<file path="config.mk">
export PLATFORM = sky130hd
export DESIGN_NAME = l2_line_store
export DESIGN_NICKNAME = d
export VERILOG_FILES = /design/src/source/l2_pkg.sv /design/src/source/l2_line_store.sv
export SDC_FILE = /design/constraint.sdc
export NUM_CORES = 2
export LEC_CHECK = 0
export ABC_CLOCK_PERIOD_IN_PS = 13300
export BUFFER_PORTS_ARGS = -buffer_cell sky130_fd_sc_hd__buf_2
export CAP_MARGIN = 20
export CELL_PAD_IN_SITES_DETAIL_PLACEMENT = 2
export CELL_PAD_IN_SITES_GLOBAL_PLACEMENT = 2
export CORE_UTILIZATION = 40
export DETAILED_ROUTE_END_ITERATION = 8
export PLACE_DENSITY_LB_ADDON = 0.25
export SLEW_MARGIN = 20
export SYNTH_ARGS = -nofsm -noshare
export SYNTH_HDL_FRONTEND = slang
export SYNTH_MEMORY_MAX_BITS = 65536
export SYNTH_SLANG_ARGS = --single-unit
</file>
<file path="constraint.sdc">
create_clock -name clk -period 13.3 [get_ports clk]
set_input_delay 1.995 -clock clk [delete_from_list [all_inputs] [get_ports clk]]
set_output_delay 1.995 -clock clk [all_outputs]
set_load 0.1 [all_outputs]
</file>
<file path="src/source/l2_pkg.sv">
package l2_pkg;

    // Default geometry of the unified L2
    parameter int L2_ADDR_W   = 28;
    parameter int L2_LINE_W   = 128;
    parameter int L2_SET_BITS = 5;

    // Line address and line payload
    typedef logic [L2_ADDR_W-1:0] addr_t;
    typedef logic [L2_LINE_W-1:0] line_t;

    // Client currently being served
    typedef enum logic {
        CLIENT_I,
        CLIENT_D
    } client_t;

    // Controller FSM states
    typedef enum logic [2:0] {
        IDLE,
        LOOKUP,
        WRITEBACK,
        ALLOCATE,
        RESPOND
    } ctrl_state_t;

endpackage

</file>
<file path="src/source/l2_line_store.sv">
`timescale 1ns/1ns

module l2_line_store
    import l2_pkg::*;
#(
    parameter int ADDR_W   = L2_ADDR_W,
    parameter int LINE_W   = L2_LINE_W,
    parameter int SET_BITS = L2_SET_BITS
) (
    input  logic                       clk,
    input  logic                       proc_reset,
    input  logic [SET_BITS-1:0]        index_i,
    input  logic                       we_i,
    input  logic [ADDR_W-SET_BITS-1:0] tag_i,
    input  logic [LINE_W-1:0]          data_i,
    input  logic                       dirty_i,
    output logic [ADDR_W-SET_BITS-1:0] tag_o,
    output logic                       valid_o,
    output logic                       dirty_o,
    output logic [LINE_W-1:0]          data_o
);

    localparam int SETS  = 2 ** SET_BITS;
    localparam int TAG_W = ADDR_W - SET_BITS;

    logic [TAG_W-1:0]  tag_mem   [SETS];
    logic [LINE_W-1:0] data_mem  [SETS];
    logic              dirty_mem [SETS];
    logic [SETS-1:0]   valid_q;

    // Valid bit per set, raised by any write
    always_ff @(posedge clk) begin
        if (proc_reset) begin
            valid_q <= '0;
        end else if (we_i) begin
            valid_q[index_i] <= 1'b1;
        end
    end

    always_ff @(posedge clk) begin
        if (we_i) begin
            tag_mem[index_i]   <= tag_i;
            data_mem[index_i]  <= data_i;
            dirty_mem[index_i] <= dirty_i;
        end
    end

    // Asynchronous read of the addressed set
    assign tag_o   = tag_mem[index_i];
    assign valid_o = valid_q[index_i];
    assign dirty_o = dirty_mem[index_i];
    assign data_o  = data_mem[index_i];

endmodule

</file>
After elaboration in Yosys (flattened, before gate mapping) --
Memories as Yosys holds them, arrays and structs flattened. Cells that the tools add are included.
Word-level totals: output and inout bits 153, RAM bits 4864, memories 3, bits in registers 32, bits of input ports 160
Cells by class: bitwise gates (word level) 1, mux-type cells 6, reduce and logical (&&, ||, !) cells 1, $lt $le $gt $ge 2
Memories:
- data_mem | depth 32, bits a word 128, rd ports 1, clocked after memory_dff 0, wr ports 1, RTL line l2_line_store.sv:27 | logic [LINE_W-1:0] data_mem [SETS];
- tag_mem | depth 32, bits a word 23, rd ports 1, clocked after memory_dff 0, wr ports 1, RTL line l2_line_store.sv:26 | logic [TAG_W-1:0] tag_mem [SETS];
- dirty_mem | depth 32, bits a word 1, rd ports 1, clocked after memory_dff 0, wr ports 1, RTL line l2_line_store.sv:28 | logic dirty_mem [SETS];
Operators by type and width (count):
- bitwise OR 32 bit | 1
- < comparator 5 x 6 -> 1 bit (second input constant) | 1
- binary-select mux 1 bit (select 5 bit) | 1
- demux 1 bit (select 5 bit) | 1
- greater-or-equal comparator 5 x 1 -> 1 bit (second input constant) | 1
- two-way mux 1 bit | 4
- logical AND 1 bit | 1

Logic depth before layout (Yosys ltp) --
depth after elaboration 5, depth in mapped cells 9

Worst setup path before layout --
No wires, ideal clock.
path type input port to flip-flop, start input port index_i[1], end memory data_mem[26][0] in the netlist's numbering (enable), data arrival time 13.115 ns, library setup time 0.853 ns, path slack -0.668 ns, path buffers 4, cell stages on the path 6, cell sequence buf_4 buf_6 buf_4 buf_4 nand3b_1 nor3_1
RTL lines:
- start, declared | RTL line l2_line_store.sv:12 | input logic [SET_BITS-1:0] index_i,
- end, declared | RTL line l2_line_store.sv:27
No word-level cell before the write port.

Worst setup path after layout --
start input port index_i[2], end output port data_o[39]
Between the ends: longest elaborated chain between the ends 1
Ends and longest elaborated chain:
- memory read (32 x 128 bit)
- end, declared | RTL line l2_line_store.sv:20 | output logic [LINE_W-1:0] data_o
Every way passes these cells.

==> results by stage <==
Setup path:
- The worst setup path is captured at an output pin.
- The endpoint required time on the critical path is 11.31 ns.
- The signal on the critical path passes through buf_2 > nand4bb_4 > buf_4 > buf_4 > o22ai_1 > nor4_1 > nand2_1 > buf_2.
- On the worst path, the slowest cell contributes a delay of about 0.9 ns.
- Tracing the worst setup path back leads to its startpoint at index_i[2].
- Measured in cells, the most critical reg-to-reg path has a length of 2.
- The setup slack on the worst flop-to-flop path is 12.61 ns.
- The class of the most critical setup path is in -> out.
- The endpoint arrival time on the critical path is 6.52 ns.
- The critical path ends at data_o[39].
- STA classifies the critical path startpoint as an input port.
- The cell with the largest stage delay on the worst path is nor4_1.
- The critical register-to-register path startpoint is valid_q[30]$_SDFFE_PP0P_.
- Along the worst path, the maximum fanout reaches 27.
- In this run the critical register-to-register path is captured at valid_q[30]$_SDFFE_PP0P_.

Global route:
- Entering global routing, the biggest net connects 154 pins.
- For this run, global-route usage on met2 was measured as 0.456.
- For this run the aggregate overflow at the end of global routing stands at 0.
- The met1 track demand over resource in global routing is 0.349.
- The first global-routing pass estimated 871000 um of wire.
- For this run, the total global-route usage over all layers was measured as 0.269.
- The global-route layer with the greatest usage is met2.
- The via count of the first global-routing pass is 110000.
- For this run, global-route usage on met3 was measured as 0.0514.
- The initial antenna violation count is 73.

Cells and area:
- The finished layout cell area is 210000 sq um.
- From synthesis to final layout, the design area changed by 13.9%.
- After filler insertion, the fill cell instance count of the layout stands at roughly 42000.
- The most common library cell in the layout ignoring fill and taps is edfxtp_1.
- In the final layout, the share of cells above drive strength 1 is 0.120.
- The final non-filler cell total is 16800.
- In the layout the commonest cells are edfxtp_1 (4864), mux2i_1 (2448), o22ai_1 (1224), clkbuf_16 (547), buf_2 (311).
- At the end of the flow the core is filled with cells to 0.457.
- The net total in the final layout is 10400.

Placement:
- The placed cell count is 15800.
- Input and output buffers added on the ports amount to 312.
- The placed cell area is 194000 sq um.
- The routability congestion estimate from global placement is around 0.75.
- The estimated wirelength of the detail-placed design is about 320000 um.

Floorplan:
- The floorplan die width is 682 um.
- The total area inside the core boundary comes to 460000 sq um.
- The initial utilization of the core area, before any placement, comes to 0.402.
- The area of the die is about 460000 sq um.
- The height of the die is just under 700 um.
- The number of ports placed on the die boundary is around 310.
- The floorplan has 249 rows.

Worst hold path:
- The tightest min-delay check is of the reg -> reg type.
- The worst hold path begins at valid_q[9]$_SDFFE_PP0P_.

Run status:
- The flow ran to the end, but the final reports show violations.
- The final reports fail on design-rule violations.

Yosys:
- Yosys attributes the largest share of cell area to edfxtp_1 (79%), mux2i_1 (13%), o22ai_1 (4.1%).
- The synthesized netlist net count is 9867.
- The number of synthesis warnings is 0.
- The synthesized area per cell is 19.0 sq um.
- The post-synthesis cell count is 9707.
- After synthesis the netlist holds a flip-flop and latch count of 4896.
- Summing every instance area after synthesis gives 185000 sq um.
- The post-synthesis cell type with the largest combined area is edfxtp_1.
- For this run, the register share of the synthesized area comes to 0.794.
- Yosys mapped the design onto 22 distinct sky130hd cell types.
- Of the post-synthesis cell area, the dominant cell type holds 0.791.

Drt:
- After detailed routing, the number of vias per cell comes to 6.00.
- The number of detailed-route iterations in the first pass is 9.
- The total length of routed wires is 641000 um.
- In this run the remaining antenna-violating nets after routing total 0.
- The routed wirelength normalized by instance count is approximately 38 um.
- The via total after detailed routing is 101000.
- The first routing iteration left 11100 violations.
- The count of unresolved DRC violations after routing is 35.

Timing:
- The sum of negative setup slack is 0 ns.
- The ratio of final minimum period to clock period is 0.640.
- The max-slew violation count was 0.
- The tightest hold path in the finished design has a slack of approximately 0.48 ns.
- The minimum clock period after layout is between 8 and 9 ns.
- The final-report setup violation count is 0.
- Setup repair after global routing left no endpoint under its margin.
- Headroom to the max-slew limit came out at 0.173.
- For this run, the top clock speed supported by timing is 117 MHz.
- The count of final hold-check violations is 0.
- Across the routed clock network, the largest skew measured is 0 ns.
- The slew at the pin closest to its max-slew limit is about 1.2 ns.

Power:
- The leakage power of the design is between 70 and 80 nW.
- The worst supply voltage drop on vdd is 141 uV.
- Dividing total power by cell area gives a power density of 160 nW/um^2.

Clocking:
- Clock tree synthesis inserted a total of 527 buffers.
- The clock insertion delay at the later pin of the skew report is 1.04 ns.
- The post-cts hold buffer count is 0.
- The root cell of the clock tree is clkbuf_16.
- The number of levels in the clock H-tree is 6.
- The sink count of the clock tree is 4896.
- The clock-pin slew on the worst setup and hold paths is about 0.060 ns.
- The clock passes through at most 4 buffers.
- The buffer count from post-CTS setup fixing is 0.
- Post-CTS repair changed the size of 0 cells.
- The clock tree from TritonCTS is done.

Flow run:
- The tool flagged a number of max-cap violations equal to 0.
==> where the power goes <==
part | internal, mW | switching (mW)
clock | 8.04 | 6.29
sequential | 17.2 | 0.0585
combinational | 0.442 | 1.59
total | 25.6 | 7.94
==> registers in the layout (all words and copies together), names as in the netlist <==
signal,count
data_mem,4096
tag_mem,736
dirty_mem,32
valid_q,32
==> area by class of cell <==
type,count,area [sq um],area share
Antenna cell,22,55.1,0.000262
Clock buffer,663,14100,0.0671
Clock inverter,263,2120,0.0101
Multi-Input combinational cell,4255,35700,0.169
Sequential cell,4896,147000,0.697
Tap cell,6149,7690,0.0366
Timing Repair Buffer,542,4000,0.0190
==> critical path, delay by kind of cell <==
kind            cells  cell delay, ns
compound gates      1            0.16
buf+inv             4            2.11
simple gates        3            2.09
==> cell usage after synthesis <==
cell type	instances
buf_1	21
nand3b_1	4
clkbuf_1	208
buf_6	38
nand4bb_1	6
buf_4	19
nor3_1	4
mux2i_1	2448
or4_1	1
nor2_1	92
buf_2	270
nor4_1	306
nand4_1	1
dfxtp_1	32
o22ai_1	1224
nand2_1	154
edfxtp_1	4864
or3b_2	4
nand4b_1	4
nand3_1	2
or3_1	1
or4b_1	4
==> per-layer routing <==
| metal | part of all wire | vias up | wire, um |
|---|---|---|---|
| met4 | 0.030 | 32 | 19300 |
| met1 | 0.40 | 54900 | 259000 |
| met5 | 0.00032 | - | 208 |
| met3 | 0.070 | 1030 | 44600 |
| li1 | - | 40800 | - |
| met2 | 0.50 | 3888 | 318000 |
==> kinds of logic after synthesis <==
group / after synthesis / share of synthesized area
flip-flops: 4896 / 0.794
multiplexers: 2448 / 0.133
AO/OA/AOI/OAI: 1224 / 0.0414
AND/OR/NAND/NOR: 583 / 0.0168
buffers and inverters: 556 / 0.0151
==> worst min-delay path by stage <==
stage	to	slack (ns)	depth (start not counted)
finish	valid_q[9]$_SDFFE_PP0P_	0.48	2
global route	valid_q[6]$_SDFFE_PP0P_	0.51	2
CTS	valid_q[9]$_SDFFE_PP0P_	0.48	2
detailed placement	valid_q[9]$_SDFFE_PP0P_	0.46	2
global placement	valid_q[17]$_SDFFE_PP0P_	0.45	2
floorplan	valid_q[0]$_SDFFE_PP0P_	0.44	2
==> metrics by stage <==
stage	total power, mW	setup slack (ns)
finish	33.6	4.79
global route	34.3	4.73
CTS	33.8	4.88
detailed placement	19.6	4.95
global placement	19.4	5.00
floorplan	18.8	3.38
(Power assumes the default switching activity.)
