[src/source/l2_pkg.sv]
package l2_pkg;

    // Default geometry of the unified L2
    parameter int L2_ADDR_W   = 28;
    parameter int L2_LINE_W   = 128;
    parameter int L2_SET_BITS = 5;

    // Line address and line payload
    typedef logic [L2_ADDR_W-1:0] addr_t;
    typedef logic [L2_LINE_W-1:0] line_t;

    // Client currently being served
    typedef enum logic {
        CLIENT_I,
        CLIENT_D
    } client_t;

    // Controller FSM states
    typedef enum logic [2:0] {
        IDLE,
        LOOKUP,
        WRITEBACK,
        ALLOCATE,
        RESPOND
    } ctrl_state_t;

endpackage

[src/source/l2_mem_port.sv]
`timescale 1ns/1ns

module l2_mem_port
    import l2_pkg::*;
#(
    parameter int ADDR_W = L2_ADDR_W,
    parameter int LINE_W = L2_LINE_W
) (
    input  logic              clk,
    input  logic              proc_reset,
    input  logic              start_i,
    input  logic              start_write_i,
    input  logic [ADDR_W-1:0] start_addr_i,
    input  logic [LINE_W-1:0] start_wdata_i,
    output logic              done_o,
    output logic [LINE_W-1:0] rdata_o,
    output logic              mem_read_o,
    output logic              mem_write_o,
    output logic [ADDR_W-1:0] mem_addr_o,
    output logic [LINE_W-1:0] mem_wdata_o,
    input  logic [LINE_W-1:0] mem_rdata_i,
    input  logic              mem_ready_i
);

    logic active;

    assign active = mem_read_o || mem_write_o;

    always_ff @(posedge clk) begin
        if (proc_reset) begin
            mem_read_o  <= 1'b0;
            mem_write_o <= 1'b0;
            done_o      <= 1'b0;
        end else begin
            done_o <= 1'b0;
            if (active && mem_ready_i) begin
                mem_read_o  <= 1'b0;
                mem_write_o <= 1'b0;
                done_o      <= 1'b1;
            end else if (start_i) begin
                mem_read_o  <= !start_write_i;
                mem_write_o <= start_write_i;
            end
        end
    end

    // Address and data stay put for the whole transfer
    always_ff @(posedge clk) begin
        if (start_i && !active) begin
            mem_addr_o  <= start_addr_i;
            mem_wdata_o <= start_wdata_i;
        end
        if (active && mem_ready_i) begin
            rdata_o <= mem_rdata_i;
        end
    end

endmodule

[config.mk]
export PLATFORM = sky130hd
export DESIGN_NAME = l2_mem_port
export DESIGN_NICKNAME = d
export VERILOG_FILES = /design/src/source/l2_pkg.sv /design/src/source/l2_mem_port.sv
export SDC_FILE = /design/constraint.sdc
export NUM_CORES = 1
export LEC_CHECK = 0
export BUFFER_PORTS_ARGS = -buffer_cell sky130_fd_sc_hd__buf_4
export CAP_MARGIN = 10
export CORE_AREA = 2 2 226 228
export CTS_BUF_LIST = sky130_fd_sc_hd__clkbuf_8
export DETAILED_ROUTE_END_ITERATION = 10
export DIE_AREA = 0 0 228 230
export GPL_ROUTABILITY_DRIVEN = 0
export PLACE_DENSITY = 0.51
export SYNTH_ARGS = -nofsm -noshare
export SYNTH_HDL_FRONTEND = slang
export SYNTH_SLANG_ARGS = --single-unit
[constraint.sdc]
create_clock -name clk -period 15.7 [get_ports clk]
set_input_delay 3.14 -clock clk [delete_from_list [all_inputs] [get_ports clk]]
set_output_delay 3.14 -clock clk [all_outputs]
set_load 0.05 [all_outputs]
# --- Word-level counts from Yosys, hierarchy flattened ---
# Index checks and enable logic that the tools add are counted.
totals:
  register_bits: 287
  input_bits: 289
  output_inout_bits: 287
  elab_cells: 13
classes:
  n_mux: 1
  n_reduce_logical: 6
ops:
  columns: ["cell", "count"]
  rows:
  - ["$logic_and A1 B1 Y1", 2]
  - ["$logic_not A1 Y1", 2]
  - ["$reduce_or A2 Y1", 1]
  - ["$logic_or A1 B1 Y1", 1]
  - ["$mux W1", 1]

# --- Depth between registers and ports, before layout ---
depth:
  word_depth: 3
  ltp_mapped: 2
  ltp_nobuf: 2

# --- Worst setup path before layout ---
# Ideal clock, no wire load.
synth_timing:
  path_kind: "input to register"
  from: "in start_i"
  to: "reg mem_addr_o[0] (enable)"
  setup_ns: 0.861
  arrival_time_ns: 13.636
  required_time_ns: 14.839
  slack_ns: 1.203
  path_stages: 2
  path_buffers: 0
  cell_sequence: "inv_1 -> nor3_1"
synth_between:
  elab_chain_len: 1
synth_rtl:
  columns: ["element", "line", "rtl"]
  rows:
  - ["start, declared", "l2_mem_port.sv:11", "input logic start_i,"]
  - ["$logic_and A1 B1 Y1", "l2_mem_port.sv:49", "if (start_i && !active) begin"]
  - ["end signal, assigned", "l2_mem_port.sv:50", "mem_addr_o <= start_addr_i;"]
  - ["end, declared", "l2_mem_port.sv:19", "output logic [ADDR_W-1:0] mem_addr_o,"]
# Every way passes these cells.
# A chain may end at the register's enable or synchronous reset.

# --- Worst setup path in the final report ---
layout_timing:
  from: "in mem_ready_i"
  to: "reg rdata_o[117] (enable)"
layout_between:
  elab_chain_len: 1
layout_rtl:
  columns: ["element", "line", "rtl"]
  rows:
  - ["start, declared", "l2_mem_port.sv:22", "input logic mem_ready_i"]
  - ["$logic_and A1 B1 Y1", "l2_mem_port.sv:53", "if (active && mem_ready_i) begin"]
  - ["end signal, assigned", "l2_mem_port.sv:54", "rdata_o <= mem_rdata_i;"]
  - ["end, declared", "l2_mem_port.sv:16", "output logic [LINE_W-1:0] rdata_o,"]
# Every way passes these cells.

==> results.md <==
- The ratio of cells with drive above 1 in the final layout is 0.669.
- Clock-pin slew was measured on the worst setup and hold paths at approximately 0.06 ns.
- TritonCTS built the clock tree.
- The clock passes through at most 3 buffers.
- In the routed layout, each cell is associated on average with a via count of 3.41.
- The later pin in the worst-skew pair is clocked with a latency of around 0.59 ns.
- Entering global routing, the biggest net connects around 160 pins.
- The highest attainable clock frequency is between 200 and 250 MHz.
- The path with the worst hold slack has its endpoint at mem_read_o.
- In this run the core area contains 82 standard-cell rows.
- The peak supply drop is 0.0819 mV.
- The number of antenna violations at the first check in global routing came to 5.
- The relative max-transition margin is 0.260.
- Measured on the finished design, the core utilization comes to 0.295.
- Max-cap violations in this run came to 0.
- The max-slew violation count was 0.
- The power density of the placed cells is between 100 and 150 mW/mm^2.
- The number of library cell types mapped by synthesis is 10.
- The cell count after synthesis came out at about 300.
- The final hold violation count came to 0.
- The number of global-route vias before repair is roughly 6.0k.
- The initial standard-cell utilization of the core is 0.173.
- The post-route antenna net violation count is 0.
- The xor/xnor share of the synthesized area is 0.
- The x dimension of the die is ~230 microns.
- Prior to clock tree synthesis, the placed netlist has a worst setup slack of 10.45 ns.
- The count of cells along the worst hold path is 2.
- The first global-routing pass estimated ~40000 microns of wire.
- Counting every net in the synthesized netlist gives 585.
- The first TritonRoute pass finished after 4 iterations.
- Of the total synthesized cell area, the portion taken by full adders, half adders and majority gates is 0.
- The mapped netlist covers about 0.0087 sq mm.
- The hold path startpoint is mem_read_o.
- The worst register-to-register path has a depth of 2.
- Setup violations remaining at the end of the flow were counted as 0.
- The number of gates resized after CTS was 0.
- The cell sitting at the root of the clock tree is a sky130_fd_sc_hd__clkbuf_8.
- Adding up every negative setup slack in the final design gives 0 ns.
- The flow ran to the end, and the final reports show no timing, DRC or antenna violations.
- The clock net in this run drives a total of around 290 sinks.
- For this run, the register share of the synthesized area comes to 0.993.
- The post-CTS setup buffer count is 0.
- The height of the die is ~230 microns.
- For this run, design rule violations remaining after detail routing come to 0.
- The endpoint identified for the worst register-to-register timing path is rdata_o[117].
- During synthesis, Yosys emitted a total of 0 warnings.
- For this run, the total global-route usage over all layers was measured as 0.105.
- The worst setup path is of the primary input to flop kind.
- The area of the die is approximately 0.052 sq mm.
- The worst path setup slack after routing is around 11 ns.
- The classification of the worst-slack hold path is flop to flop.
- The post-synthesis simple-gate area fraction is 0.00405.
- Setup repair after global routing left no endpoint under its margin.
- In this run, synthesis produced a sequential element count of roughly 290.
- Of the post-synthesis cell area, the part taken by muxes is 0.
- In the final routed layout, each cell accounts on average for approximately 18 microns.
- The H-tree level count is 2.
- Summed over all cells, the static leakage comes to approximately 0.0060 uW.
- The first routing iteration left around 240 violations.
- The region available for standard cell placement spans 0.0499 sq mm.
- The startpoint type of the worst setup path is a primary input.
- At the pin with the least slew margin, the transition time is 1.11 ns.
- The worst clock skew is between 0.015 and 0.02 ns.
- The net count of the finished layout is 1214.
- Compared with the post-synthesis result, the final layout area differs by 70.1%.
- The number of clock buffers added by TritonCTS is 50.
- The part of the cycle the worst path needs is 0.294.
- The startpoint identified for the worst register-to-register timing path is mem_write_o.
- In this run the count of I/O pins placed on the die edge is between 500 and 600.
- The number of port buffers is approximately 580.
- The detailed-route via count is around 5.6k.
- STA puts the critical path data required time at 15.90 ns.
- The total length of routed wires is 28800 microns.
- The top fanout value on the critical path is 77.
- Global routing finished with a remaining overflow of 0.
- Data arrives at the worst endpoint at about 4.8 ns.
- Summed over all nets, the half-perimeter wirelength after detailed placement is around 22000 microns.
- The critical path capture point type is a flop.
- The combinational family with the most area after synthesis is simple AND/OR/NAND/NOR gates.
- The minimum period implied by the final worst setup slack is 4.61 ns.
- The post-synthesis compound-gate area fraction is 0.00275.
- The average cell area after synthesis is roughly 29 sq um.
- Setup slack on the worst reg-to-reg path comes out at 13.27 ns.
- After clock tree synthesis, the flow added hold-fix buffers numbering 0.
## routing by layer
metal / up-vias / track usage / wire length (microns)
met5: - / 0 / 13
met4: 2 / 0.0382 / 863
met3: 56 / 0.0569 / 3530
met2: 415 / 0.187 / 14900
met1: 2610 / 0.103 / 9520
li1: 2478 / - / -
## report_power, final
group	internal [uW]	switching [uW]	total (uW)	leakage, uW
combinational	91.7	182	273	0.00280
clock	315	303	618	0.000501
sequential	894	11.3	905	0.00270
total	1300	496	1800	0.00600
## worst max path at each step
| stage | startpoint | endpoint | slack (ns) | cells after the start |
|---|---|---|---|---|
| after detailed placement | mem_ready_i | rdata_o[55] | 10.45 | 3 |
| after global routing | mem_ready_i | rdata_o[75] | 10.96 | 3 |
| after CTS | mem_ready_i | rdata_o[81] | 11.13 | 3 |
| after floorplan | start_i | mem_addr_o[0] | 1.20 | 2 |
| after global placement | mem_ready_i | rdata_o[34] | 10.47 | 3 |
| final | mem_ready_i | rdata_o[117] | 11.09 | 3 |
## synth_stat cells, drive strengths merged
master  count  area (sq um)
edfxtp    284          8530
o21a        1          7.51
dfxtp       3          60.1
nor3        1          5.00
o31ai       1          7.51
nand2       1          3.75
or4b        2          20.0
o41ai       1          8.76
nor2b       1          6.26
inv         1          3.75
## state kept, by name, indices dropped and copies added (netlist names)
signal,cells
mem_write_o,1
mem_read_o,1
mem_addr_o,28
rdata_o,128
mem_wdata_o,128
done_o,1
## critical path, stage by stage
cell and delay [ns]:
sky130_fd_sc_hd__buf_4 0.10, sky130_fd_sc_hd__o21a_4 0.62, sky130_fd_sc_hd__buf_4 0.85
## cells in the final DEF (no fill, tap or decap)
master,Yosys,layout
sky130_fd_sc_hd__dfxtp_1,3,3
sky130_fd_sc_hd__clkinv_2,0,7
sky130_fd_sc_hd__clkbuf_8,0,51
sky130_fd_sc_hd__o41ai_1,1,1
sky130_fd_sc_hd__nor2b_1,1,1
sky130_fd_sc_hd__inv_1,1,16
sky130_fd_sc_hd__clkinv_1,0,8
sky130_fd_sc_hd__buf_4,0,576
sky130_fd_sc_hd__bufinv_16,0,1
sky130_fd_sc_hd__diode_2,0,1
sky130_fd_sc_hd__buf_12,0,1
sky130_fd_sc_hd__edfxtp_1,284,284
sky130_fd_sc_hd__clkinvlp_4,0,2
sky130_fd_sc_hd__o21a_4,0,1
sky130_fd_sc_hd__o31ai_1,1,1
sky130_fd_sc_hd__nor3_2,0,1
sky130_fd_sc_hd__or4b_1,2,2
sky130_fd_sc_hd__nand2_1,1,1
## cell type report
class	instances	area (sq um)
Fill cell	5041	35100
Sequential cell	287	8590
Timing Repair Buffer	577	4340
Tap cell	672	841
Clock buffer	51	702
Clock inverter	33	166
Multi-Input combinational cell	8	71.3
Inverter	1	3.75
Antenna cell	1	2.50
## kinds of logic after synthesis
family / count (synthesis)
and+or+nand+nor: 5
AOI/OAI and AO/OA: 3
DFF: 287
buffers and inverters: 1
## metrics by stage
| step | power, uW | instances | hold WS, ns | instance area (sq um) |
|---|---|---|---|---|
| final | 1800 | 1630 | 0.622 | 14700 |
| after global routing | 1870 | 1630 | 0.653 | 14700 |
| after CTS | 1830 | 1629 | 0.626 | 14700 |
| after detailed placement | 1200 | 1545 | 0.616 | 13800 |
| after global placement | 1200 | 1545 | 0.605 | 13800 |
| after floorplan | 1080 | 296 | 0.799 | 8650 |
No activity file was read; power rests on OpenSTA's default activity.
