--- src/source/l2_pkg.sv ---
package l2_pkg;

    // Default geometry of the unified L2
    parameter int L2_ADDR_W   = 28;
    parameter int L2_LINE_W   = 128;
    parameter int L2_SET_BITS = 5;

    // Line address and line payload
    typedef logic [L2_ADDR_W-1:0] addr_t;
    typedef logic [L2_LINE_W-1:0] line_t;

    // Client currently being served
    typedef enum logic {
        CLIENT_I,
        CLIENT_D
    } client_t;

    // Controller FSM states
    typedef enum logic [2:0] {
        IDLE,
        LOOKUP,
        WRITEBACK,
        ALLOCATE,
        RESPOND
    } ctrl_state_t;

endpackage

--- src/source/l2_client_arbiter.sv ---
`timescale 1ns/1ns

module l2_client_arbiter
    import l2_pkg::*;
#(
    parameter int ADDR_W = L2_ADDR_W,
    parameter int LINE_W = L2_LINE_W
) (
    input  logic              clk,
    input  logic              proc_reset,
    // Instruction client
    input  logic              l1i_read_i,
    input  logic [ADDR_W-1:0] l1i_addr_i,
    output logic [LINE_W-1:0] l1i_rdata_o,
    output logic              l1i_ready_o,
    // Data client
    input  logic              l1d_read_i,
    input  logic              l1d_write_i,
    input  logic [ADDR_W-1:0] l1d_addr_i,
    input  logic [LINE_W-1:0] l1d_wdata_i,
    output logic [LINE_W-1:0] l1d_rdata_o,
    output logic              l1d_ready_o,
    // Controller side
    input  logic              done_i,
    input  logic [LINE_W-1:0] resp_rdata_i,
    output logic              req_valid_o,
    output client_t           req_client_o,
    output logic              req_write_o,
    output logic [ADDR_W-1:0] req_addr_o,
    output logic [LINE_W-1:0] req_wdata_o
);

    logic    busy;
    client_t grant;
    logic    prio_d;
    logic    want_i;
    logic    want_d;

    // A client that was just answered is still holding its request this cycle
    assign want_i = l1i_read_i && !l1i_ready_o;
    assign want_d = (l1d_read_i || l1d_write_i) && !l1d_ready_o;

    always_ff @(posedge clk) begin
        if (proc_reset) begin
            busy        <= 1'b0;
            grant       <= CLIENT_I;
            prio_d      <= 1'b0;
            l1i_ready_o <= 1'b0;
            l1d_ready_o <= 1'b0;
        end else begin
            l1i_ready_o <= 1'b0;
            l1d_ready_o <= 1'b0;
            if (busy) begin
                if (done_i) begin
                    busy   <= 1'b0;
                    prio_d <= ~prio_d;
                    if (grant == CLIENT_I) begin
                        l1i_ready_o <= 1'b1;
                    end else begin
                        l1d_ready_o <= 1'b1;
                    end
                end
            end else if (want_i || want_d) begin
                busy <= 1'b1;
                if (want_i && want_d) begin
                    grant <= prio_d ? CLIENT_D : CLIENT_I;
                end else begin
                    grant <= want_d ? CLIENT_D : CLIENT_I;
                end
            end
        end
    end

    // Response line goes only to the granted client
    always_ff @(posedge clk) begin
        if (busy && done_i) begin
            if (grant == CLIENT_I) begin
                l1i_rdata_o <= resp_rdata_i;
            end else begin
                l1d_rdata_o <= resp_rdata_i;
            end
        end
    end

    // Clients hold address and data stable, so the request is muxed straight through
    assign req_valid_o  = busy;
    assign req_client_o = grant;
    assign req_write_o  = (grant == CLIENT_D) && l1d_write_i;
    assign req_addr_o   = (grant == CLIENT_D) ? l1d_addr_i : l1i_addr_i;
    assign req_wdata_o  = l1d_wdata_i;

endmodule

--- config.mk ---
export PLATFORM = sky130hd
export DESIGN_NAME = l2_client_arbiter
export DESIGN_NICKNAME = d
export VERILOG_FILES = /design/src/source/l2_pkg.sv /design/src/source/l2_client_arbiter.sv
export SDC_FILE = /design/constraint.sdc
export NUM_CORES = 1
export LEC_CHECK = 0
export BUFFER_PORTS_ARGS = -buffer_cell sky130_fd_sc_hd__buf_2
export CORE_AREA = 4 4 282 284
export DETAILED_ROUTE_END_ITERATION = 8
export DIE_AREA = 0 0 286 288
export PLACE_DENSITY_LB_ADDON = 0.1
export SYNTH_ARGS = -nofsm -noshare
export SYNTH_HDL_FRONTEND = slang
export SYNTH_SLANG_ARGS = --single-unit
--- constraint.sdc ---
create_clock -name clk -period 7.05 [get_ports clk]
set_input_delay 0.705 -clock clk [delete_from_list [all_inputs] [get_ports clk]]
set_output_delay 0.705 -clock clk [all_outputs]
set_load 0.005 [all_outputs]
# After elaboration in Yosys (flattened, before gate mapping)
# Cells that the tools add are included.
dict set report totals {
  register_bits 261
  input_bits 318
  output_inout_bits 417
  word_cells 34
}
dict set report classes {
  mux 9
  n_bitwise 4
  reduce_logical 14
}
# operator n
set ops {}
lappend ops {{$mux W28} 1}
lappend ops {{$mux W1} 8}
lappend ops {{$reduce_and A2 Y1} 4}
lappend ops {{$logic_and A1 B1 Y1} 5}
lappend ops {{$not A1 Y1} 4}
lappend ops {{$reduce_or A3 Y1} 1}
lappend ops {{$logic_not A1 Y1} 2}
lappend ops {{$logic_or A1 B1 Y1} 2}

# Depth between registers and ports, before layout
# Gate-level depths: netlist of the first run.
dict set report depth {
  word_depth 5
  depth_mapped 4
  mapped_depth_nobuf 3
}

# Worst setup path before layout of the first run
# No wires, ideal clock.
dict set report synth_path {
  path_kind {input-to-reg}
  start {input port done_i}
  end {register l1i_rdata_o[0], enable pin}
  setup_time_ns 0.617
  arrival_ns 6.116
  required_time_ns 6.433
  setup_slack_ns 0.318
  path_stages 2
  path_buffers 0
  path_cell_list {nand2_1 nor2_1}
}
dict set report synth_via {
  elab_chain_len 2
}
# item line
set synth_rtl {}
lappend synth_rtl {{start: declaration} l2_client_arbiter.sv:24} ;# input logic done_i,
lappend synth_rtl {{$logic_and A1 B1 Y1} l2_client_arbiter.sv:76} ;# if (busy && done_i) begin
lappend synth_rtl {{$reduce_and A2 Y1 (no line)} -}
lappend synth_rtl {{end signal: assignment} l2_client_arbiter.sv:78} ;# l1i_rdata_o <= resp_rdata_i;
lappend synth_rtl {{end: declaration} l2_client_arbiter.sv:14} ;# output logic [LINE_W-1:0] l1i_rdata_o,
# Every way passes these cells.
# A chain may end at the register's enable or synchronous reset.

# Worst setup path in the final report of the first run
dict set report layout_path {
  start {register grant (netlist: req_client_o)}
  end {register l1d_rdata_o[63], enable pin}
}
dict set report layout_via {
  elab_chain_len 1
}
# item line
set layout_rtl {}
lappend layout_rtl {{start: declaration} l2_client_arbiter.sv:34} ;# client_t grant;
lappend layout_rtl {{start signal: assignment} l2_client_arbiter.sv:66} ;# grant <= prio_d ? CLIENT_D : CLIENT_I;
lappend layout_rtl {{start signal: assignment} l2_client_arbiter.sv:68} ;# grant <= want_d ? CLIENT_D : CLIENT_I;
lappend layout_rtl {{$reduce_and A2 Y1 (no line)} -}
lappend layout_rtl {{end signal: assignment} l2_client_arbiter.sv:80} ;# l1d_rdata_o <= resp_rdata_i;
lappend layout_rtl {{end: declaration} l2_client_arbiter.sv:21} ;# output logic [LINE_W-1:0] l1d_rdata_o,
# Every way passes these cells.

==> metrics.md, run 1 <==
| Metric | Value |
|---|---|
| Design area | `13100 um2` |
| Post-Synth Adder-Cell Area | `0%` |
| Internal power | `2.88 mW` |
| Largest net degree at the start of global routing | `57` |
| Worst-Margin Slew | `909 ps` |
| H-tree Lvls | `2` |
| Dominant cells by area after synthesis | `edfxtp_1 83%, buf_4 10%, mux2_2 3.2%` |
| Async S/R FF share, synth | `0%` |
| DR iter-0 viols | `190` |
| Sw frac | `22.3%` |
| Startpoint Class | `flop` |
| Drt first pass iters | `4` |
| Die Wd | `286 um` |
| Initial antenna violation count | `8` |
| Synth Area in Compound Gates | `0.448%` |
| Main combinational cell family by area after synthesis | `buffers and inverters` |
| Reg power frac | `48.2%` |
| Outcome | `completed` |
| Via count | `5392` |
| Port Buffer Count | `478` |
| Avg Vias per Cell | `2.85` |
| CTS resizes | `0` |
| CTS tree | `yes` |
| Yosys reg bits | `261` |
| YS warnings | `0` |
| CP peak stage delay | `900 ps` |
| Worst EP required | `7200 ps` |
| Cell Pwr Density | `284 nW/um2` |
| Clk slew on worst S/H paths | `60 ps` |
| Clock buffer depth | `3` |
| Post-synth EDFFs | `256` |
| Max Cap Viol | `0` |
| Fmax | `343 MHz` |
| WP buf/inv | `1` |
| Initial Util | `11.9%` |
| Post-CTS Setup Bufs | `0` |
| Layout cells sized above 1 | `65.8%` |
| Final slew viol count | `0` |
| Post-DP Area | `11900 um2` |
| Post-synthesis mux area share | `3.51%` |
| Synth-to-Final Area Change | `41.7%` |
| Die height | `288 um` |
| VDD IR max | `0.000121 V` |
| Number of top-level pins | `735` |
| Top-count cell post-synth | `edfxtp_1` |
| GR Overflow Total | `0` |
| Share of the synthesized area in the top cell type | `83.5%` |
| Clock Sinks | `261` |
| Worst clock skew | `15.0 ps` |
| Num CTS Buffers | `35` |
| Hold Crit Class | `in -> reg` |
| Cells after Synth | `438` |
| DIE AREA | `82400 um2` |
| Worst Setup End Kind | `flop` |
| Worst Path Max Fanout | `56` |
| Top_reg_cell synth | `edfxtp_1` |
| Average cell area after synthesis | `21.0 um2` |
| Commonest cells in the netlist | `256 x edfxtp_1, 128 x buf_4, 26 x mux2_2` |
| Critical path arrival | `3060 ps` |
| Final hold vios | `0` |
| Clock share of power | `46.2%` |
| Dpl hpwl | `31.8 mm` |
| Detailed-route DRC error count | `0` |
| Logic gate share of total power | `5.5%` |
| Pleak | `4.97 nW` |
| Hold buffers post-CTS | `0` |
| Setup violators final | `0` |
| DRT Wirelength | `40.3 mm` |
| Post-synthesis sequential area ratio | `84.6%` |
| Tmin final | `2910 ps` |
| DR WL/cell | `21.3 um` |
| Hold Worst Slack | `358 ps` |
| Unrepaired setup endpoints after global routing | `no` |
| Worst rel slew slack | `39.4%` |
| Fin crit share | `41.3%` |
| Setup TNS Final | `0 ps` |
| Synth Cell Area | `9210 um2` |
| Crit Path Class | `reg -> reg` |
| Total track usage | `9.12%` |
| Crit-path slowest cell | `dfxtp_2` |
| First-pass GRT wire length | `51.4 mm` |
| # rows | `102` |
| Netlist cell types | `21` |
| Layout Utilization | `16.9%` |
| Final Wtd Congestion | `0.747` |
| Delay-heaviest family, CP | `flip-flops` |
| Clk_lat worst skew | `530 ps` |
| Synth Area in Simple Gates | `0.448%` |
| Clock Tree Root | `clkbuf_16` |
| Post-synth net total | `756` |
| Vias in the first global route | `5942` |
| Final ANT Viol Nets | `0` |
| Core Area | `77100 um2` |
| Final #Nets | `1143` |
| Net Switching | `826 uW` |
| Pwr Total | `3.71 mW` |
| Critical path, cell by cell | `and3_4, buf_4` |
| XOR/XNOR Fraction of Synth Area | `0.0951%` |
| Leading area contributor after synthesis | `edfxtp_1` |
==> final cells by class <==
class / count / area, um2
antenna: 1 / 2.50
clock buffer: 45 / 935
clock inverter: 19 / 169
fill: 8613 / 64000
inverter: 2 / 7.51
multi-input combinational: 43 / 427
sequential: 261 / 7790
tap: 1040 / 1300
timing repair buffer: 482 / 2420
==> power groups by stage <==
stage	sequential, mW	clock (mW)	combinational (mW)
after floorplan	1.83	0	0.113
after global placement	1.82	0	0.217
after detailed placement	1.82	0	0.215
after CTS	1.79	1.81	0.216
after global routing	1.79	1.87	0.227
final	1.79	1.71	0.205
==> flip-flops by register name, indices dropped and copies added, names as in the netlist <==
| name | count |
|---|---|
| req_client_o | 1 |
| l1d_rdata_o | 128 |
| l1d_ready_o | 1 |
| prio_d | 1 |
| l1i_ready_o | 1 |
| l1i_rdata_o | 128 |
| req_valid_o | 1 |
==> worst reg2reg max path: stages (launching register included) <==
cell     delay, ps
dfxtp_2        900
and3_4         760
buf_4          760
==> cell usage in the layout (no fill, tap or decap), types with 2 or more instances in the layout <==
| master | synthesis | layout |
|---|---|---|
| buf_2 | 1 | 478 |
| edfxtp_1 | 256 | 256 |
| clkbuf_16 | 0 | 36 |
| mux2_2 | 26 | 26 |
| clkbuf_1 | 0 | 9 |
| clkinv_1 | 0 | 7 |
| clkinv_4 | 0 | 4 |
| dfxtp_1 | 5 | 4 |
| buf_4 | 128 | 4 |
| clkinv_2 | 0 | 3 |
| mux2_4 | 2 | 2 |
| inv_1 | 2 | 2 |
| a21oi_1 | 2 | 2 |
| bufinv_16 | 0 | 2 |
==> metrics by stage <==
step | cells | setup slack [ps]
after floorplan | 438 | 318
after global placement | 1828 | 3920
after detailed placement | 1828 | 3920
after CTS | 1892 | 3880
after global routing | 1892 | 3870
final | 1893 | 4140
==> final timing paths <==
kind	start	end	slack [ps]	cells after the start
worst max-delay path	req_client_o	l1d_rdata_o[63]	4140	2
worst min-delay path	resp_rdata_i[45]	l1d_rdata_o[45]	360	1
worst max register to register	req_client_o	l1d_rdata_o[63]	4140	2
worst min register to register	prio_d	prio_d	550	3
==> per-layer routing <==
| metal | part of all wire, % | GRT usage [%] |
|---|---|---|
| met1 | 30 | 7.80 |
| met2 | 51 | 16.3 |
| met3 | 16 | 6.72 |
| met4 | 3.2 | 3.29 |
| met5 | 0.13 | 0.119 |
==> cell families (layout without fill, tap and decap cells) <==
logic type / Yosys count / in the layout
AOI/OAI and AO/OA: 6 / 6
xor gates and xnor gates: 1 / 1
buffers and inverters: 134 / 548
DFF: 261 / 261
muxes: 28 / 28
other: 0 / 1
and+or+nand+nor: 8 / 8
Power figures use the tool's default switching activity.
==> run 2, diff against run 1 <==
Settings changed: ABC_AREA set to 1.
Clock period 7.05 ns to 2.56 ns, I/O delays scaled along.
==> run 2 against run 1 <==
- synthesized cell count up 16%
- cell count grew 10%
- clock power grew to 2.8 times the previous value
- count of clock-buffer cells in the layout fell by 9
- setup slack got worse by 3500 ps
- critical path depth up 2
- largest power group unchanged
- register-to-register slack got worse by 3300 ps
- critical endpoint is now req_write_o
==> metrics.md, run 2 <==
| Metric | Value |
|---|---|
| Outcome | `completed` |
| Dpl hpwl | `29.5 mm (-7.2%)` |
| Non-Filler Instances | `2090 (+10%)` |
| Most frequent cells in the layout | `478 x buf_2, 256 x edfxtp_1, 128 x dlygate4sd3_1, 92 x nand2_1, 34 x clkbuf_16` |
| H-tree Lvls | `2 (unchanged)` |
| Synth Cell Area | `9240 um2 (+0.31%)` |
| Pwr Total | `10.4 mW (+180%)` |
| Average cell area after synthesis | `18.2 um2 (-14%)` |
| Met1 Resource Use GR | `8.23% (+0.43 points)` |
| Worst-Margin Slew | `679 ps (-229 ps)` |
| Top-count cell post-synth | `edfxtp_1` |
| Fin crit share | `73.5%` |
| Most Crowded Layer GR | `met2` |
| Worst hold stages | `1 (unchanged)` |
| Post-synth EDFFs | `256 (unchanged)` |
| Worst EP required | `2300 ps (-4900 ps)` |
| Cells after Synth | `508 (+16%)` |
| Hold Path Origin | `resp_rdata_i[3]` |
| FF-to-FF path depth | `3 (+1)` |
| RR Startpoint | `req_client_o` |
| Clk slew on worst S/H paths | `50 ps (about the same)` |
| Top_reg_cell synth | `edfxtp_1` |
| Met3 global-route usage | `5.23% (-1.5 points)` |
| Die height | `288 um (unchanged)` |
| Clock Tree Root | `clkbuf_16` |
| Crit Path Class | `reg -> out` |
| Pleak | `5.72 nW (+15%)` |
| Worst clock skew | `11.7 ps (-3.25 ps)` |
| First-pass GRT wire length | `51.0 mm (-0.76%)` |
| Final ANT Viol Nets | `0 (unchanged)` |
| CTS resizes | `0 (unchanged)` |
| YS warnings | `0 (unchanged)` |
| Initial Util | `12.0% (+0.037 points)` |
| Dominant cells by area after synthesis | `edfxtp_1 83%, buf_4 11%, nand2_1 3.7%` |
| DRT Wirelength | `38.4 mm (-4.9%)` |
| End of the worst hold path | `l1d_rdata_o[3]` |
| Total track usage | `8.68% (-0.44 points)` |
| Setup violators final | `0 (unchanged)` |
| Worst r2r dst | `l1i_rdata_o[28]` |
| Inst Count DP | `1898 (+3.8%)` |
| Initial antenna violation count | `5 (-3)` |
| Clock Sinks | `261 (unchanged)` |
| Port Buffer Count | `478 (unchanged)` |
| Logic gate share of total power | `7.4% (+1.9 points)` |
| Die Wd | `286 um (unchanged)` |
| Setup TNS Final | `0 ps (unchanged)` |
| DR WL/cell | `18.4 um (-14%)` |
| Max Cap Viol | `0 (unchanged)` |
| Fmax | `532 MHz` |
| Hold Worst Slack | `4.83 ps (-353 ps)` |
| Largest regs | `l1d_rdata_o (128), l1i_rdata_o (128)` |
| Final #Nets | `1340 (+17%)` |
| Num CTS Buffers | `34 (-2.9%)` |
| Startpoint Class | `flop` |
| CTS tree | `yes` |
| Largest net degree at the start of global routing | `84 (+47%)` |
| Reg2reg setup slack | `860 ps (-3280 ps)` |
| Vias in the first global route | `6811 (+15%)` |
| VDD IR max | `0.000356 V (+190%)` |
| Final Wtd Congestion | `0.736 (-1.5%)` |
| GR Overflow Total | `0 (unchanged)` |
| Reg power frac | `47.2% (-1.0 points)` |
| Share of the synthesized area in the top cell type | `83.2% (-0.26 points)` |
| Hold Crit Class | `in -> reg` |
| Synth-to-Final Area Change | `56.3%` |
| Clock buffer depth | `3 (unchanged)` |
| Final hold vios | `0 (unchanged)` |
| Tmin final | `1880 ps` |
| DIE AREA | `82400 um2 (unchanged)` |
| Cell Pwr Density | `718 nW/um2 (+150%)` |
| Netlist cell types | `16 (-24%)` |
| Via count | `6222 (+15%)` |
| Clk_lat worst skew | `530 ps (about the same)` |
| Drt first pass iters | `4 (unchanged)` |
| Post-synth net total | `826 (+9.3%)` |
| Clock share of power | `45.5% (-0.7 points)` |
| Final slew viol count | `0 (unchanged)` |
| Layout cells sized above 1 | `52.1% (-14 points)` |
| Critical path arrival | `1630 ps (-1430 ps)` |
| Async S/R FF share, synth | `0% (unchanged)` |
| Grt met2 use | `15.0% (-1.3 points)` |
| Worst rel slew slack | `54.7% (+15 points)` |
| Leading area contributor after synthesis | `edfxtp_1` |
| Commonest non-fill, non-tap cell in the layout | `buf_2` |
| # rows | `102 (unchanged)` |
| Worst Setup End Kind | `primary output` |
| DR iter-0 viols | `166 (-13%)` |
| Sw frac | `22.0% (-0.28 points)` |
| Post-synthesis sequential area ratio | `84.3% (-0.26 points)` |
| Detailed-route DRC error count | `0 (unchanged)` |
| Net Switching | `2.28 mW (+180%)` |
| Internal power | `8.08 mW (+180%)` |
| Commonest cells in the netlist | `256 x edfxtp_1, 131 x buf_4, 92 x nand2_1` |
| Number of top-level pins | `735 (unchanged)` |
| Worst Path Max Fanout | `33 (-41%)` |
| Avg Vias per Cell | `2.98 (+4.5%)` |
| Yosys reg bits | `261 (unchanged)` |
| Unrepaired setup endpoints after global routing | `no` |
| Core Area | `77100 um2 (unchanged)` |
[run 2: cell count changes after synthesis, moves of 2 or more]
cell	before	now
mux2_4	2	0
nor2_1	2	4
buf_4	128	131
mux2_2	26	0
inv_1	2	6
inv_2	0	2
nand2_1	1	92
buf_2	1	3
buf_6	3	1
[run 2: layer usage]
| metal | routed length [um] | vias up |
|---|---|---|
| li1 | - | 2721 |
| met5 | 69 | - |
| met3 | 5310 | 102 |
| met1 | 12700 | 2898 |
| met4 | 1570 | 4 |
| met2 | 18800 | 497 |
[run 2: cells by family after synthesis]
logic type	synth area share [%]
AOI/OAI and AO/OA	0.257
and+or+nand+nor	4.19
DFF	84.3
buffers and inverters	11.3
[run 2: worst max-delay path by stage]
stage                     cells after the start          endpoint    startpoint
final                                         4       req_write_o  req_client_o
after global routing                          4       req_write_o  req_client_o
after CTS                                     4       req_write_o  req_client_o
after detailed placement                      3  l1d_rdata_o[114]   req_valid_o
after global placement                        3   l1d_rdata_o[69]   req_valid_o
after floorplan                               3    l1i_rdata_o[0]  req_client_o
[run 2: area by class of cell]
class                   count  area, um2
diodes                      3       7.51
clock buffers              36        858
clock inverters            25        243
fillers                  8518      62600
inverters                   8       32.5
multi-input cells         104        430
flip-flops and latches    261       7790
well taps                1040       1300
repair buffers            613       3780
[run 2: what timing repair did]
action / CTS / global route
hold buffers: 128 / 0
setup buffers: 0 / 0
hold endpoints to repair: 258 / 0
[run 2: metrics by stage]
stage          area [um2]  utilization (%)  setup slack [ps]
2_1_floorplan        9270                -              -333
3_5_place_dp        12000             15.6               785
5_1_grt             14400             18.7               522
6_report            14400             18.7               679
3_3_place_gp        12000             15.6               801
4_1_cts             14400             18.7               565
[run 2: power by group through the flow]
stage	clock, mW	combinational [mW]	sequential, mW
floorplan	0	0.308	5.00
global placement	0	0.632	4.98
detailed placement	0	0.622	4.98
CTS	4.96	0.797	4.89
global route	5.12	0.848	4.90
finish	4.71	0.763	4.89
[run 2: worst max-delay path, cell delays in order, from the launching register on]
cell	delay (ps)
dfxtp_2	340
buf_4	350
nand2_1	140
inv_1	130
buf_2	130
